`config.mk`:
```
export PLATFORM = sky130hd
export DESIGN_NAME = exit_reg
export DESIGN_NICKNAME = d
export VERILOG_FILES = /design/src/verilog/mem_sys_pkg.sv /design/src/verilog/exit_reg.sv
export SDC_FILE = /design/constraint.sdc
export NUM_CORES = 1
export LEC_CHECK = 0
export BUFFER_PORTS_ARGS = -buffer_cell sky130_fd_sc_hd__buf_2
export CAP_MARGIN = 20
export CORE_MARGIN = 1
export CORE_UTILIZATION = 35
export CTS_BUF_LIST = sky130_fd_sc_hd__clkbuf_4 sky130_fd_sc_hd__clkbuf_8 sky130_fd_sc_hd__clkbuf_16
export CTS_CLUSTER_SIZE = 25
export DETAILED_ROUTE_END_ITERATION = 8
export PLACE_DENSITY = 0.66
export SLEW_MARGIN = 15
export SYNTH_ARGS = -nofsm -noshare
export SYNTH_HDL_FRONTEND = slang
export SYNTH_SLANG_ARGS = --single-unit
```
`constraint.sdc`:
```
create_clock -name clk_i -period 1.2 [get_ports clk_i]
set_input_delay 0.18 -clock clk_i [delete_from_list [all_inputs] [get_ports clk_i]]
set_output_delay 0.18 -clock clk_i [all_outputs]
set_load 0.005 [all_outputs]
```
`src/verilog/mem_sys_pkg.sv`:
```
package mem_sys_pkg;

  // ----------------------------------------
  // bus widths
  // ----------------------------------------
  parameter int ADDR_W = 32;             // axi byte address
  parameter int DATA_W = 32;             // one word per beat
  parameter int STRB_W = DATA_W / 8;     // byte lanes

  // ----------------------------------------
  // address map, region is addr[31:28]
  // ----------------------------------------
  parameter logic [3:0] REGION_RAM  = 4'h0;
  parameter logic [3:0] REGION_EXIT = 4'h2;

  typedef logic [25:0] word_addr_t;      // addr[27:2] inside a region

  parameter word_addr_t EXIT_CODE_WORD = word_addr_t'(1);  // byte offset 0x4, latches wdata
  parameter word_addr_t EXIT_ZERO_WORD = word_addr_t'(4);  // byte offset 0x10, latches zero

  typedef enum logic [1:0] {
    OKAY   = 2'd0,
    SLVERR = 2'd2,
    DECERR = 2'd3
  } axil_resp_e;

  typedef enum logic [1:0] {
    TGT_RAM,
    TGT_EXIT,
    TGT_NONE                             // unmapped region
  } target_e;

  typedef enum logic [1:0] {
    ST_IDLE,
    ST_BRESP,
    ST_RRESP
  } bridge_state_e;

  typedef struct packed {
    logic [DATA_W-1:0] data;
    logic [STRB_W-1:0] strb;
  } w_beat_t;

  typedef struct packed {
    logic [DATA_W-1:0] data;
    axil_resp_e        resp;
  } r_beat_t;

  typedef struct packed {
    logic              en;               // one-cycle strobe, already target qualified
    logic [STRB_W-1:0] we;               // zero on reads
    word_addr_t        word_addr;
    logic [DATA_W-1:0] wdata;
  } mem_req_t;

endpackage

```
`src/verilog/exit_reg.sv`:
```
module exit_reg
  import mem_sys_pkg::*;
(
  input  logic              clk_i,
  input  logic              rst_ni,
  input  mem_req_t          req_i,
  output logic              exit_valid_o,
  output logic [DATA_W-1:0] exit_value_o
);

  logic wr;                              // enabled write, any lane
  logic hit_code;                        // word 1, take wdata
  logic hit_zero;                        // word 4, take zero

  assign wr       = req_i.en && (|req_i.we);
  assign hit_code = wr && (req_i.word_addr == EXIT_CODE_WORD);
  assign hit_zero = wr && (req_i.word_addr == EXIT_ZERO_WORD);

  // ----------------------------------------
  // exit capture
  // ----------------------------------------
  always_ff @(posedge clk_i or negedge rst_ni) begin
    if (!rst_ni) begin
      exit_valid_o <= 1'b0;
      exit_value_o <= '0;
    end else begin
      if (hit_code) begin
        exit_valid_o <= 1'b1;
        exit_value_o <= req_i.wdata;
      end else if (hit_zero) begin
        exit_valid_o <= 1'b1;            // clean exit
        exit_value_o <= '0;
      end
      // other exit words are dropped, bridge still answers okay
    end
  end

  // sticky until reset
  a_valid_sticky: assert property (@(posedge clk_i) disable iff (!rst_ni)
    exit_valid_o |=> exit_valid_o);

endmodule

```
==> qor.yml <==
status:
  status: "complete, but fails checks"
  failed_checks: "negative setup slack"
finish:
  antenna_cells: 0
  nets: 330
  syn2layout_area_growth_pct: 48.78
  layout-drive-gt1-share_pct: 48.87
  post-route-util_pct: 54.34
  design_area_sq_um: 2584
  n_fill_cell: 445
yosys:
  synth_warnings: 0
  synthArstFlopShare_pct: 100.0
  synth_common_cells: "33 x dfrtp_1, 32 x a221o_1, 32 x and2_1, 32 x and3_1, 12 x clkbuf_1"
  synthFlopType: "dfrtp_1"
  synth_fp_nets: 226
  synth.top_cell.area_share_pct: 47.55
  synth_edf_count: 0
  synth_most_common_cell: "dfrtp_1"
  yosys.area.top_type: "dfrtp_1"
  synth_area_sq_um: 1737
  ys_ff_latch: 33
  synthCells: 161
  ys_seq_area_share_pct: 47.55
  ys_types: 18
  yosys-top-cells-area: "dfrtp_1 48%, a221o_1 18%, and2_1 12%"
  synth.avg_cell_area_sq_um: 10.79
worst_setup_path:
  worst_setup_path_end_kind: "register"
  cp_num_buf_inv: 2
  start_kind: "primary input"
  worstPathRequired_ns: 1.37
  crit_slowest_cell: "or4_4"
  critPathKind: "in2reg"
  cpPeakStageDelay_ns: 0.52
  critPathMaxFanout: 32
  path_cells: "buf_2, nor4b_4, nand4_1, or4_4, buf_12, a221o_1"
  arrival_ns: 1.74
  path_delay_family: "simple AND/OR/NAND/NOR gates"
  critical_path_depth: 6
  r2r_cells: 2
timing:
  grt_setup_unrepaired: "true"
  hold_viol: 0
  finClkSkew_ns: 0
  setup_viol_count_final: 32
  period_share_pct: 130.9
  final_max_slew_viol_count: 0
  max_freq_ghz: 0.6365
  tns_ns: -10.88
  relSlewSlack_pct: 38.11
  fin_ws_ns: -0.3710
  worst_slew_pin_slew_ns: 0.9242
  period_needed_ns: 1.571
flow_run:
  maxCapViolations: 0
placement:
  dp_hpwl_mm: 3.328
  place_area_sq_um: 2376
  gp_congestion: 0.6963
  io_buffers: 97
cts:
  clk_latency_ns: 0.28
  clk_pin_slew_worst_paths_ns: 0.06
  cts_buffers: 5
  ctsLongestPathBuffers: 2
  tritoncts: "built"
  clock-sinks: 33
  htreeDepth: 2
  root_buffer: "clkbuf_8"
floorplanning:
  die_height_microns: 72.44
  die_area_sq_um: 5248
  io_pins: 98
  coreArea_sq_um: 4755
  die_x_microns: 72.44
  rows: 25
  start_util_pct: 36.53
detailed_routing:
  viasPerCell: 4.985
  routedWlPerCell_microns: 14.68
  drt-initial-drc-count: 161
  routed_wl_mm: 4.888
  vias: 1660
  drt.antenna.violating_nets: 0
  dr.pass1.iters: 4
  drc: 0
pwr:
  p_leak_nw: 1.504
  finalPower_mw: 2.298
  peakVddDrop_mv: 0.5205
  p_per_area_nw_per_um2: 889.6
worst_hold_path:
  hold_depth: 3
  worstHoldPathType: "in2reg"
global_route:
  grt_overflow: 0
  grt_pass1_vias: 1443
  grt_antenna_before_repair: 0
  grt_pass1_wl_mm: 7.279
  grt_max_degree: 33
  grt_use_total_pct: 18.24
## report_power, final
group / internal, mW / switching, mW / total (mW)
combinational: 0.140 / 0.130 / 0.269
sequential: 1.12 / 0.00214 / 1.12
clock: 0.518 / 0.394 / 0.912
## metal layers
layer,GRT usage (%),wire [microns]
met5,0,0
met4,5.882,47
met3,4.306,267
met2,26.90,2329
met1,26.32,2243
## worst register-to-register path, stage by stage, from the launching register on
cell and delay [ns]:
dfrtp_1 0.40, and3_1 0.19, a221o_1 0.27
## sequential cells by signal, indices dropped and copies added, names as in the netlist
name,flops
exit_valid_o,1
exit_value_o,32
## final cells by class
type	instances	area (sq um)	share of cell area, %
Clock buffer	7	96.34	3.729
Clock inverter	1	5.005	0.1937
Multi-Input combinational cell	112	925.9	35.84
Sequential cell	33	825.8	31.96
Tap cell	67	83.83	3.245
Timing Repair Buffer	113	646.9	25.04
## cells in the final DEF (no fill, tap or decap)
cell type      count
o41ai_4            1
buf_6              5
or4_4              1
nand4_1            1
xor2_1             1
nor2_1             2
nor4b_4            1
dlygate4sd3_1      1
dfrtp_1           33
nor4_2             2
nor3_4             2
clkinv_2           1
a21o_1             1
and3_1            32
nand2_1            1
buf_12             1
clkbuf_8           7
buf_4             12
nor2b_2            1
nor4_4             2
a221o_1           32
buf_2             94
and2_1            32
## kinds of logic after synthesis
| logic type | synth area share, % |
|---|---|
| DFF | 47.55 |
| and+or+nand+nor | 27.74 |
| buffers and inverters | 4.826 |
| AOI/OAI and AO/OA | 19.38 |
| xor gates and xnor gates | 0.5044 |
## through the flow
step	worst slack (ns)	hold WS, ns	instances
6_report	-0.3710	0.2278	333
5_1_grt	-0.4541	0.2241	333
4_1_cts	-0.3594	0.2184	332
3_5_place_dp	-0.7636	0.09320	322
3_3_place_gp	-0.6811	0.08942	322
2_1_floorplan	-0.5125	-0.1156	161
## final timing paths
| check | start | end | slack (ns) |
|---|---|---|---|
| max | req_i[33] | exit_value_o[23] | -0.37 |
| min | req_i[2] | exit_value_o[2] | 0.23 |
| max reg2reg | exit_value_o[18] | exit_value_o[18] | 0.23 |
| min reg2reg | exit_valid_o | exit_valid_o | 0.46 |
| max in group asynchronous | rst_ni | exit_value_o[1] | 0.38 |
| min in group asynchronous | rst_ni | exit_value_o[8] | 0.32 |
## repair_timing
action / 4_1_cts / 5_1_grt
gates resized for setup: 8 / 6
pin swaps: 1 / 4
setup buffers: 1 / 1
endpoints found under the hold margin: 13 / 0
cloned: 0 / 1
setup endpoints to repair: 32 / 33
hold buffers: 1 / 0
(Power assumes the default switching activity.)
