## src/verilog/mem_sys_pkg.sv

```systemverilog
package mem_sys_pkg;

  // ----------------------------------------
  // bus widths
  // ----------------------------------------
  parameter int ADDR_W = 32;             // axi byte address
  parameter int DATA_W = 32;             // one word per beat
  parameter int STRB_W = DATA_W / 8;     // byte lanes

  // ----------------------------------------
  // address map, region is addr[31:28]
  // ----------------------------------------
  parameter logic [3:0] REGION_RAM  = 4'h0;
  parameter logic [3:0] REGION_EXIT = 4'h2;

  typedef logic [25:0] word_addr_t;      // addr[27:2] inside a region

  parameter word_addr_t EXIT_CODE_WORD = word_addr_t'(1);  // byte offset 0x4, latches wdata
  parameter word_addr_t EXIT_ZERO_WORD = word_addr_t'(4);  // byte offset 0x10, latches zero

  typedef enum logic [1:0] {
    OKAY   = 2'd0,
    SLVERR = 2'd2,
    DECERR = 2'd3
  } axil_resp_e;

  typedef enum logic [1:0] {
    TGT_RAM,
    TGT_EXIT,
    TGT_NONE                             // unmapped region
  } target_e;

  typedef enum logic [1:0] {
    ST_IDLE,
    ST_BRESP,
    ST_RRESP
  } bridge_state_e;

  typedef struct packed {
    logic [DATA_W-1:0] data;
    logic [STRB_W-1:0] strb;
  } w_beat_t;

  typedef struct packed {
    logic [DATA_W-1:0] data;
    axil_resp_e        resp;
  } r_beat_t;

  typedef struct packed {
    logic              en;               // one-cycle strobe, already target qualified
    logic [STRB_W-1:0] we;               // zero on reads
    word_addr_t        word_addr;
    logic [DATA_W-1:0] wdata;
  } mem_req_t;

endpackage

```

## src/verilog/axil_mem_bridge.sv

```systemverilog
module axil_mem_bridge
  import mem_sys_pkg::*;
(
  input  logic              clk_i,
  input  logic              rst_ni,
  // write address / data
  input  logic              aw_valid_i,
  output logic              aw_ready_o,
  input  logic [ADDR_W-1:0] aw_addr_i,
  input  logic              w_valid_i,
  output logic              w_ready_o,
  input  w_beat_t           w_i,
  // write response
  output logic              b_valid_o,
  input  logic              b_ready_i,
  output axil_resp_e        b_resp_o,
  // read address / data
  input  logic              ar_valid_i,
  output logic              ar_ready_o,
  input  logic [ADDR_W-1:0] ar_addr_i,
  output logic              r_valid_o,
  input  logic              r_ready_i,
  output r_beat_t           r_o,
  // memory side
  output mem_req_t          ram_req_o,
  output mem_req_t          exit_req_o,
  input  logic [DATA_W-1:0] ram_rdata_i
);

  bridge_state_e     state_q, state_d;
  target_e           tgt_q, tgt_d;       // target of the open transaction
  axil_resp_e        resp_q, resp_d;
  logic              idle;
  logic              wr_offer;           // aw and w both presented
  logic              wr_hs, rd_hs, hs;
  logic [ADDR_W-1:0] acc_addr;           // address of the accepted beat
  mem_req_t          req;                // shared request fields

  function automatic target_e decode(input logic [3:0] region);
    case (region)
      REGION_RAM:  return TGT_RAM;
      REGION_EXIT: return TGT_EXIT;
      default:     return TGT_NONE;
    endcase
  endfunction

  // ----------------------------------------
  // handshakes
  // ----------------------------------------
  assign idle     = (state_q == ST_IDLE);
  assign wr_offer = aw_valid_i && w_valid_i;

  assign aw_ready_o = idle && wr_offer;     // aw and w accepted together
  assign w_ready_o  = idle && wr_offer;
  assign ar_ready_o = idle && !wr_offer;    // writes win

  assign wr_hs = idle && wr_offer;
  assign rd_hs = ar_ready_o && ar_valid_i;
  assign hs    = wr_hs || rd_hs;

  assign acc_addr = wr_offer ? aw_addr_i : ar_addr_i;
  assign tgt_d    = decode(acc_addr[ADDR_W-1 -: 4]);
  assign resp_d   = (tgt_d == TGT_NONE) ? DECERR : OKAY;

  // ----------------------------------------
  // memory requests, handshake cycle only
  // ----------------------------------------
  always_comb begin
    req           = '0;
    req.word_addr = acc_addr[27:2];         // region bits dropped
    req.wdata     = w_i.data;
    req.we        = wr_hs ? w_i.strb : '0;  // reads carry no strobes

    ram_req_o     = req;
    ram_req_o.en  = hs && (tgt_d == TGT_RAM);
    exit_req_o    = req;
    exit_req_o.en = hs && (tgt_d == TGT_EXIT);
  end

  // ----------------------------------------
  // fsm
  // ----------------------------------------
  always_comb begin
    state_d = state_q;
    case (state_q)
      ST_IDLE: begin
        if (wr_hs) begin
          state_d = ST_BRESP;
        end else if (rd_hs) begin
          state_d = ST_RRESP;
        end
      end
      ST_BRESP: begin
        if (b_ready_i) begin
          state_d = ST_IDLE;                // b beat taken
        end
      end
      ST_RRESP: begin
        if (r_ready_i) begin
          state_d = ST_IDLE;                // r beat taken
        end
      end
      default: state_d = ST_IDLE;
    endcase
  end

  always_ff @(posedge clk_i or negedge rst_ni) begin
    if (!rst_ni) begin
      state_q <= ST_IDLE;
      tgt_q   <= TGT_NONE;
      resp_q  <= OKAY;
    end else begin
      state_q <= state_d;
      if (hs) begin                         // capture on accept
        tgt_q  <= tgt_d;
        resp_q <= resp_d;
      end
    end
  end

  // ----------------------------------------
  // responses
  // ----------------------------------------
  assign b_valid_o = (state_q == ST_BRESP);
  assign b_resp_o  = resp_q;

  assign r_valid_o = (state_q == ST_RRESP);
  assign r_o.data  = (tgt_q == TGT_RAM) ? ram_rdata_i : '0;  // ram holds its word until next en
  assign r_o.resp  = resp_q;

  // one response channel at a time
  a_one_resp: assert property (@(posedge clk_i) disable iff (!rst_ni)
    !(b_valid_o && r_valid_o));

  // decode picks at most one target
  a_one_target: assert property (@(posedge clk_i) disable iff (!rst_ni)
    !(ram_req_o.en && exit_req_o.en));

  // read beat held stable under back-pressure, includes ram output
  a_r_stable: assert property (@(posedge clk_i) disable iff (!rst_ni)
    r_valid_o && !r_ready_i |=> r_valid_o && $stable(r_o));

endmodule

```

## config.mk

```make
export PLATFORM = sky130hd
export DESIGN_NAME = axil_mem_bridge
export DESIGN_NICKNAME = d
export VERILOG_FILES = /design/src/verilog/mem_sys_pkg.sv /design/src/verilog/axil_mem_bridge.sv
export SDC_FILE = /design/constraint.sdc
export NUM_CORES = 1
export LEC_CHECK = 0
export BUFFER_PORTS_ARGS = -buffer_cell sky130_fd_sc_hd__buf_2
export CAP_MARGIN = 0
export CELL_PAD_IN_SITES_DETAIL_PLACEMENT = 1
export CELL_PAD_IN_SITES_GLOBAL_PLACEMENT = 1
export CORE_AREA = 2 2 120 122
export CTS_CLUSTER_DIAMETER = 200
export DETAILED_ROUTE_END_ITERATION = 6
export DIE_AREA = 0 0 122 124
export PLACE_DENSITY_LB_ADDON = 0.1
export REMOVE_ABC_BUFFERS = 1
export SETUP_SLACK_MARGIN = 0.2
export SLEW_MARGIN = 10
export SYNTH_ARGS = -nofsm -noshare
export SYNTH_HDL_FRONTEND = slang
export SYNTH_SLANG_ARGS = --single-unit
```

## constraint.sdc

```tcl
create_clock -name clk_i -period 3.4 [get_ports clk_i]
set_clock_uncertainty 0.2 [all_clocks]
set_input_delay 0.68 -clock clk_i [delete_from_list [all_inputs] [get_ports clk_i]]
set_output_delay 0.68 -clock clk_i [all_outputs]
set_load 0.05 [all_outputs]
```

==> qor.yml, run 1 <==
maxCapViolCount: 0
r2r-start: "state_q[0]"
drive_above_1_share_pct: 61.2
cts.sinks: 5
ant_nets: 0
routed_wl_mm: 9.26
setup_ws_ns: 0.646
cts_made_buffers: 3
cts_resized: 0
power_density_mw_per_mm2: 459
clk_pin_slew_worst_paths_ns: 0.03
clockBufferDepth: 2
insertion_delay_ns: 0.22
cp-start-kind: "input port"
crit_type: "in -> out"
postLayoutCellArea_mm2: 0.00220
synth.avg_cell_area_um2: 6.39
seq_area_frac_synth_pct: 7.88
dieArea_mm2: 0.0151
fp.dieW_um: 122
syn_area_mm2: 0.00160
grt_setup_unrepaired: "no"
power.leakage_uw: 0.00140
dpl.hpwl_mm: 7.98
maxSlewViolCount: 0
antennaDiodeCount: 0
grt_max_degree: 33
post-cts-setup-buffers: 0
synthCells: 251
min_period_over_period_pct: 81.0
synth_top_family_by_area: "buffers and inverters"
cts_tree: "yes"
area_growth_syn_to_layout_pct: 37.5
yosys_register_bits: 5
drt-vias-per-instance: 3.58
cts-root-buf: "clkbuf_16"
hold_buffers: 0
hold_viol_final: 0
critical_path_arrival_ns: 1.87
start_util_pct: 11.7
synth.mux.area_fraction_pct: 1.41
first_iter_violations: 59
drc_errors: 0
synthXorXnorAreaFrac_pct: 0
cts_max_level: 1
setup_viol: 0
port_buffers: 205
hold_ws_ns: 0.0631
fmax_ghz: 0.363
crit_start: "w_valid_i"
grt-ovfl-total: 0
ys_types: 25
num_io_pins: 306
antenna_found_initial: 0
grt.total_usage_pct: 10.6
core_mm2: 0.0137
synth_compound_area_share_pct: 4.84
vias: 1917
hp-class: "in -> async"
yosys.area_share.simple_pct: 37.2
placed_cell_area_mm2: 0.00212
gp_congestion: 0.674
grt_pass1_vias: 1759
place_ws_ns: 0.620
path_max_fanout: 31
yosys_warnings: 0
layout.core_utilization_pct: 16.1
grt_pass1_wl_mm: 11.5
die_h_um: 124
end_kind: "output pin"
synth-adder-area-share_pct: 0
worstMarginPinSlew_ns: 0.397
num_rows: 43
peakVddDrop_mv: 0.136
wire_per_inst_um: 17.3
cp.required_ns: 2.52
nNetsFinal: 496
fin_crit_ns: 2.75
relSlewSlack_pct: 73.3
status: "completed"
first_pass_iters: 4
-- worst paths after layout --
path | to | slack, ns | cells after the start
max in group asynchronous | tgt_q[1] | 2.72 | 1
setup reg to reg | b_resp_o[0] | 1.85 | 3
hold / removal | b_resp_o[0] | 0.06 | 1
hold reg to reg | tgt_q[0] | 0.29 | 1
min in group clk_i | tgt_q[0] | 0.29 | 1
setup / recovery | ram_req_o[59] | 0.65 | 5
-- critical path, cell delays in order --
cell and delay (ns):
buf_2 0.12, and2_1 0.32, buf_12 0.23, and3_1 0.23, buf_2 0.28
-- cell families (layout without fill, tap and decap cells) --
kind of cell / count (synthesis) / count (layout)
and+or+nand+nor: 128 / 128
buffers and inverters: 108 / 213
AOI/OAI and AO/OA: 8 / 8
DFF: 5 / 5
muxes: 2 / 2
-- final cells by class --
class | count | area, um^2
Inverter | 1 | 3.75
Tap cell | 180 | 225
Timing Repair Buffer | 208 | 1070
Sequential cell | 5 | 126
Multi-Input combinational cell | 138 | 696
Fill cell | 1754 | 11500
Clock buffer | 4 | 78.8
-- metrics by stage --
stage	power, uW	std cells	TNS, ns
after floorplan	611	144	-2.16
after CTS	1030	536	0
after detailed placement	831	532	0
after global routing	1070	536	0
final	1010	536	0
after global placement	831	532	0
-- flip-flops by register name, indices dropped and copies added, names as in the netlist --
register / count
b_resp_o: 1
state_q: 2
tgt_q: 2
-- placed cells by master, fill, tap and decap left out --
| cell type | n |
|---|---|
| and2_1 | 33 |
| inv_1 | 1 |
| nand2b_1 | 1 |
| buf_4 | 1 |
| clkbuf_16 | 3 |
| o21ai_4 | 1 |
| dfstp_2 | 1 |
| nor2b_1 | 2 |
| nor4_1 | 1 |
| and3_1 | 5 |
| buf_12 | 2 |
| a21o_1 | 1 |
| nand2_1 | 79 |
| buf_2 | 205 |
| nor2_2 | 1 |
| mux2_2 | 2 |
| o221ai_1 | 1 |
| nor3_1 | 3 |
| nand3b_1 | 1 |
| a2111oi_2 | 1 |
| o2bb2ai_1 | 1 |
| a21oi_1 | 1 |
| clkbuf_1 | 1 |
| a21boi_0 | 1 |
| a21oi_2 | 1 |
| nor2_1 | 2 |
| dfrtp_1 | 4 |
-- Yosys cell counts (all sizes together) --
master,count,share of area [%]
a2111oi,1,0.94
a21boi,1,0.47
a21o,1,0.47
a21oi,2,0.86
and2,33,13
and3,5,2.0
buf,102,47
clkbuf,5,1.2
dfrtp,4,6.2
dfstp,1,1.6
inv,1,0.23
mux2,2,1.4
nand2,79,19
nand2b,1,0.39
nand3b,1,0.47
nor2,3,0.86
nor2b,2,0.78
nor3,3,0.94
nor4,1,0.39
o21ai,1,1.0
o221ai,1,0.55
o2bb2ai,1,0.55
-- power breakdown --
part	total, uW	switching [uW]	internal [uW]
registers	85.1	13.3	71.8
logic	733	557	176
clock network	192	36.9	155
-- routing by layer --
metal / global-route usage (%) / share of wire [%] / up-vias
li1: - / - / 884
met1: 12.7 / 38 / 848
met2: 13.8 / 41 / 175
met3: 8.93 / 18 / 6
met4: 1.87 / 0.62 / 4
met5: 7.99 / 1.4 / -
Note: power is estimated with default switching activity, not from simulation.
==> inputs of run 2 (changes only) <==
--- a/config.mk
+++ b/config.mk
@@ -9,10 +9,10 @@
 export CAP_MARGIN = 0
 export CELL_PAD_IN_SITES_DETAIL_PLACEMENT = 1
 export CELL_PAD_IN_SITES_GLOBAL_PLACEMENT = 1
-export CORE_AREA = 2 2 120 122
+export CORE_MARGIN = 2
+export CORE_UTILIZATION = 12
 export CTS_CLUSTER_DIAMETER = 200
 export DETAILED_ROUTE_END_ITERATION = 6
-export DIE_AREA = 0 0 122 124
 export PLACE_DENSITY_LB_ADDON = 0.1
 export REMOVE_ABC_BUFFERS = 1
 export SETUP_SLACK_MARGIN = 0.2
==> constraint.sdc (replaced) <==
create_clock -name clk_i -period 2.5 [get_ports clk_i]
set_clock_uncertainty 0.2 [all_clocks]
set_input_delay 0.5 -clock clk_i [delete_from_list [all_inputs] [get_ports clk_i]]
set_output_delay 0.5 -clock clk_i [all_outputs]
set_load 0.05 [all_outputs]
==> qor.yml, run 2 (synthesis gave the netlist of run 1 again) <==
clk_pin_slew_worst_paths_ns: 0.03
grt_pass1_vias: 1836
end_kind: "output pin"
drc_errors: 0
antenna_found_initial: 0
setup_viol: 0
die_h_um: 120
postLayoutCellArea_mm2: 0.00232
routed_wl_mm: 8.92
first_iter_violations: 35
maxSlewViolCount: 0
first_pass_iters: 4
power.leakage_uw: 0.00146
path_max_fanout: 5
dpl.hpwl_mm: 7.69
maxCapViolCount: 0
grt_max_degree: 24
num_rows: 42
cts_tree: "yes"
min_period_over_period_pct: 89.6
dieArea_mm2: 0.0143
cp.required_ns: 1.80
pwr-share-clk_pct: 18.4
relSlewSlack_pct: 74.8
ant_nets: 0
p_seq_share_pct: 8.1
gp_congestion: 0.656
grt_pass1_wl_mm: 11.8
worstMarginPinSlew_ns: 0.378
nNetsFinal: 508
peakVddDrop_mv: 0.197
area_growth_syn_to_layout_pct: 45.0
reg2reg_setup_slack_ns: 1.00
cp-start-kind: "input port"
hp-class: "in -> reg"
cts.sinks: 5
antennaDiodeCount: 0
drt-vias-per-instance: 3.54
grt-ovfl-total: 0
grt.total_usage_pct: 11.3
core_mm2: 0.0131
drive_above_1_share_pct: 63.3
p_sw_uw: 835
wire_per_inst_um: 16.4
clockBufferDepth: 2
cts_made_buffers: 3
fp.dieW_um: 120
combPwrFrac_pct: 73.5
crit_type: "in -> out"
cts_max_level: 1
setup_tns_ns: 0
insertion_delay_ns: 0.22
placed_cell_area_mm2: 0.00216
num_io_pins: 306
intPower_uw: 581
port_buffers: 205
netSwitchingFraction_pct: 59.0
most-common-layout-cells: "201 x buf_2, 78 x nand2_1, 32 x and2_1, 13 x buf_4, 5 x and3_1"
critical_path_arrival_ns: 1.54
fmax_ghz: 0.446
status: "completed"
layout_commonest_cell: "buf_2"
grt_setup_unrepaired: "no"
vias: 1928
power_density_mw_per_mm2: 609
cts-root-buf: "clkbuf_16"
layout.core_utilization_pct: 17.7
hold_ws_ns: 0.336
start_util_pct: 12.2
hold_viol_final: 0
fin_crit_ns: 2.24
run 2: cell types whose count changed in the layout (fill, tap and decap cells not counted), sizes merged:
| cell | delta |
|---|---|
| nor2 | +1 |
| clkbuf | +2 |
| dlygate4sd3 | +1 |
| buf | +8 |
run 2: per-layer routing:
layer	routed length (um)	global-route usage, %
met1	3530	13.7
met2	3790	15.3
met3	1510	9.13
met4	58	1.99
met5	30	3.31
run 2: worst max-delay path, stage by stage:
cell and delay, ns:
buf_2 0.14, a2111oi_4 0.38, a21oi_2 0.07, nor4_1 0.19, buf_4 0.25
run 2: path summary, 6_finish.rpt:
path / start / end / cells after the start
max in group asynchronous: rst_ni / tgt_q[1] / 2
max reg2reg: state_q[0] / b_resp_o[0] / 4
min reg2reg: state_q[0] / state_q[1] / 2
max: w_valid_i / ram_req_o[62] / 5
min: r_ready_i / state_q[1] / 3
min in group asynchronous: rst_ni / b_resp_o[0] / 2
run 2: power groups by stage:
stage / logic (uW) / registers (uW) / clock network [uW]
floorplan: 675 / 156 / 0
global placement: 1030 / 109 / 0
detailed placement: 1030 / 110 / 0
CTS: 1040 / 112 / 266
global route: 1100 / 118 / 272
finish: 1040 / 115 / 261
run 2: metrics by stage:
stage	power, uW	worst slack [ns]	cells
after floorplan	830	-1.26	144
after global placement	1140	-0.0593	535
after detailed placement	1140	-0.132	535
after CTS	1410	0.190	540
after global routing	1490	0.201	544
final	1420	0.259	544
run 2: layout make-up:
type / instances / area, um^2
fillers: 1674 / 10800
repair buffers: 219 / 1160
multi-input cells: 139 / 734
well taps: 176 / 220
flip-flops and latches: 5 / 126
clock buffers: 4 / 78.8
inverters: 1 / 3.75
run 2: timing repair:
| action | CTS | global route |
|---|---|---|
| endpoints found under the setup margin | 93 | 66 |
| hold buffers | 1 | 0 |
| endpoints found under the hold margin | 4 | 0 |
| gates resized for setup | 5 | 9 |
| cloned | 0 | 1 |
| setup buffers | 0 | 3 |
| pin swaps | 0 | 2 |
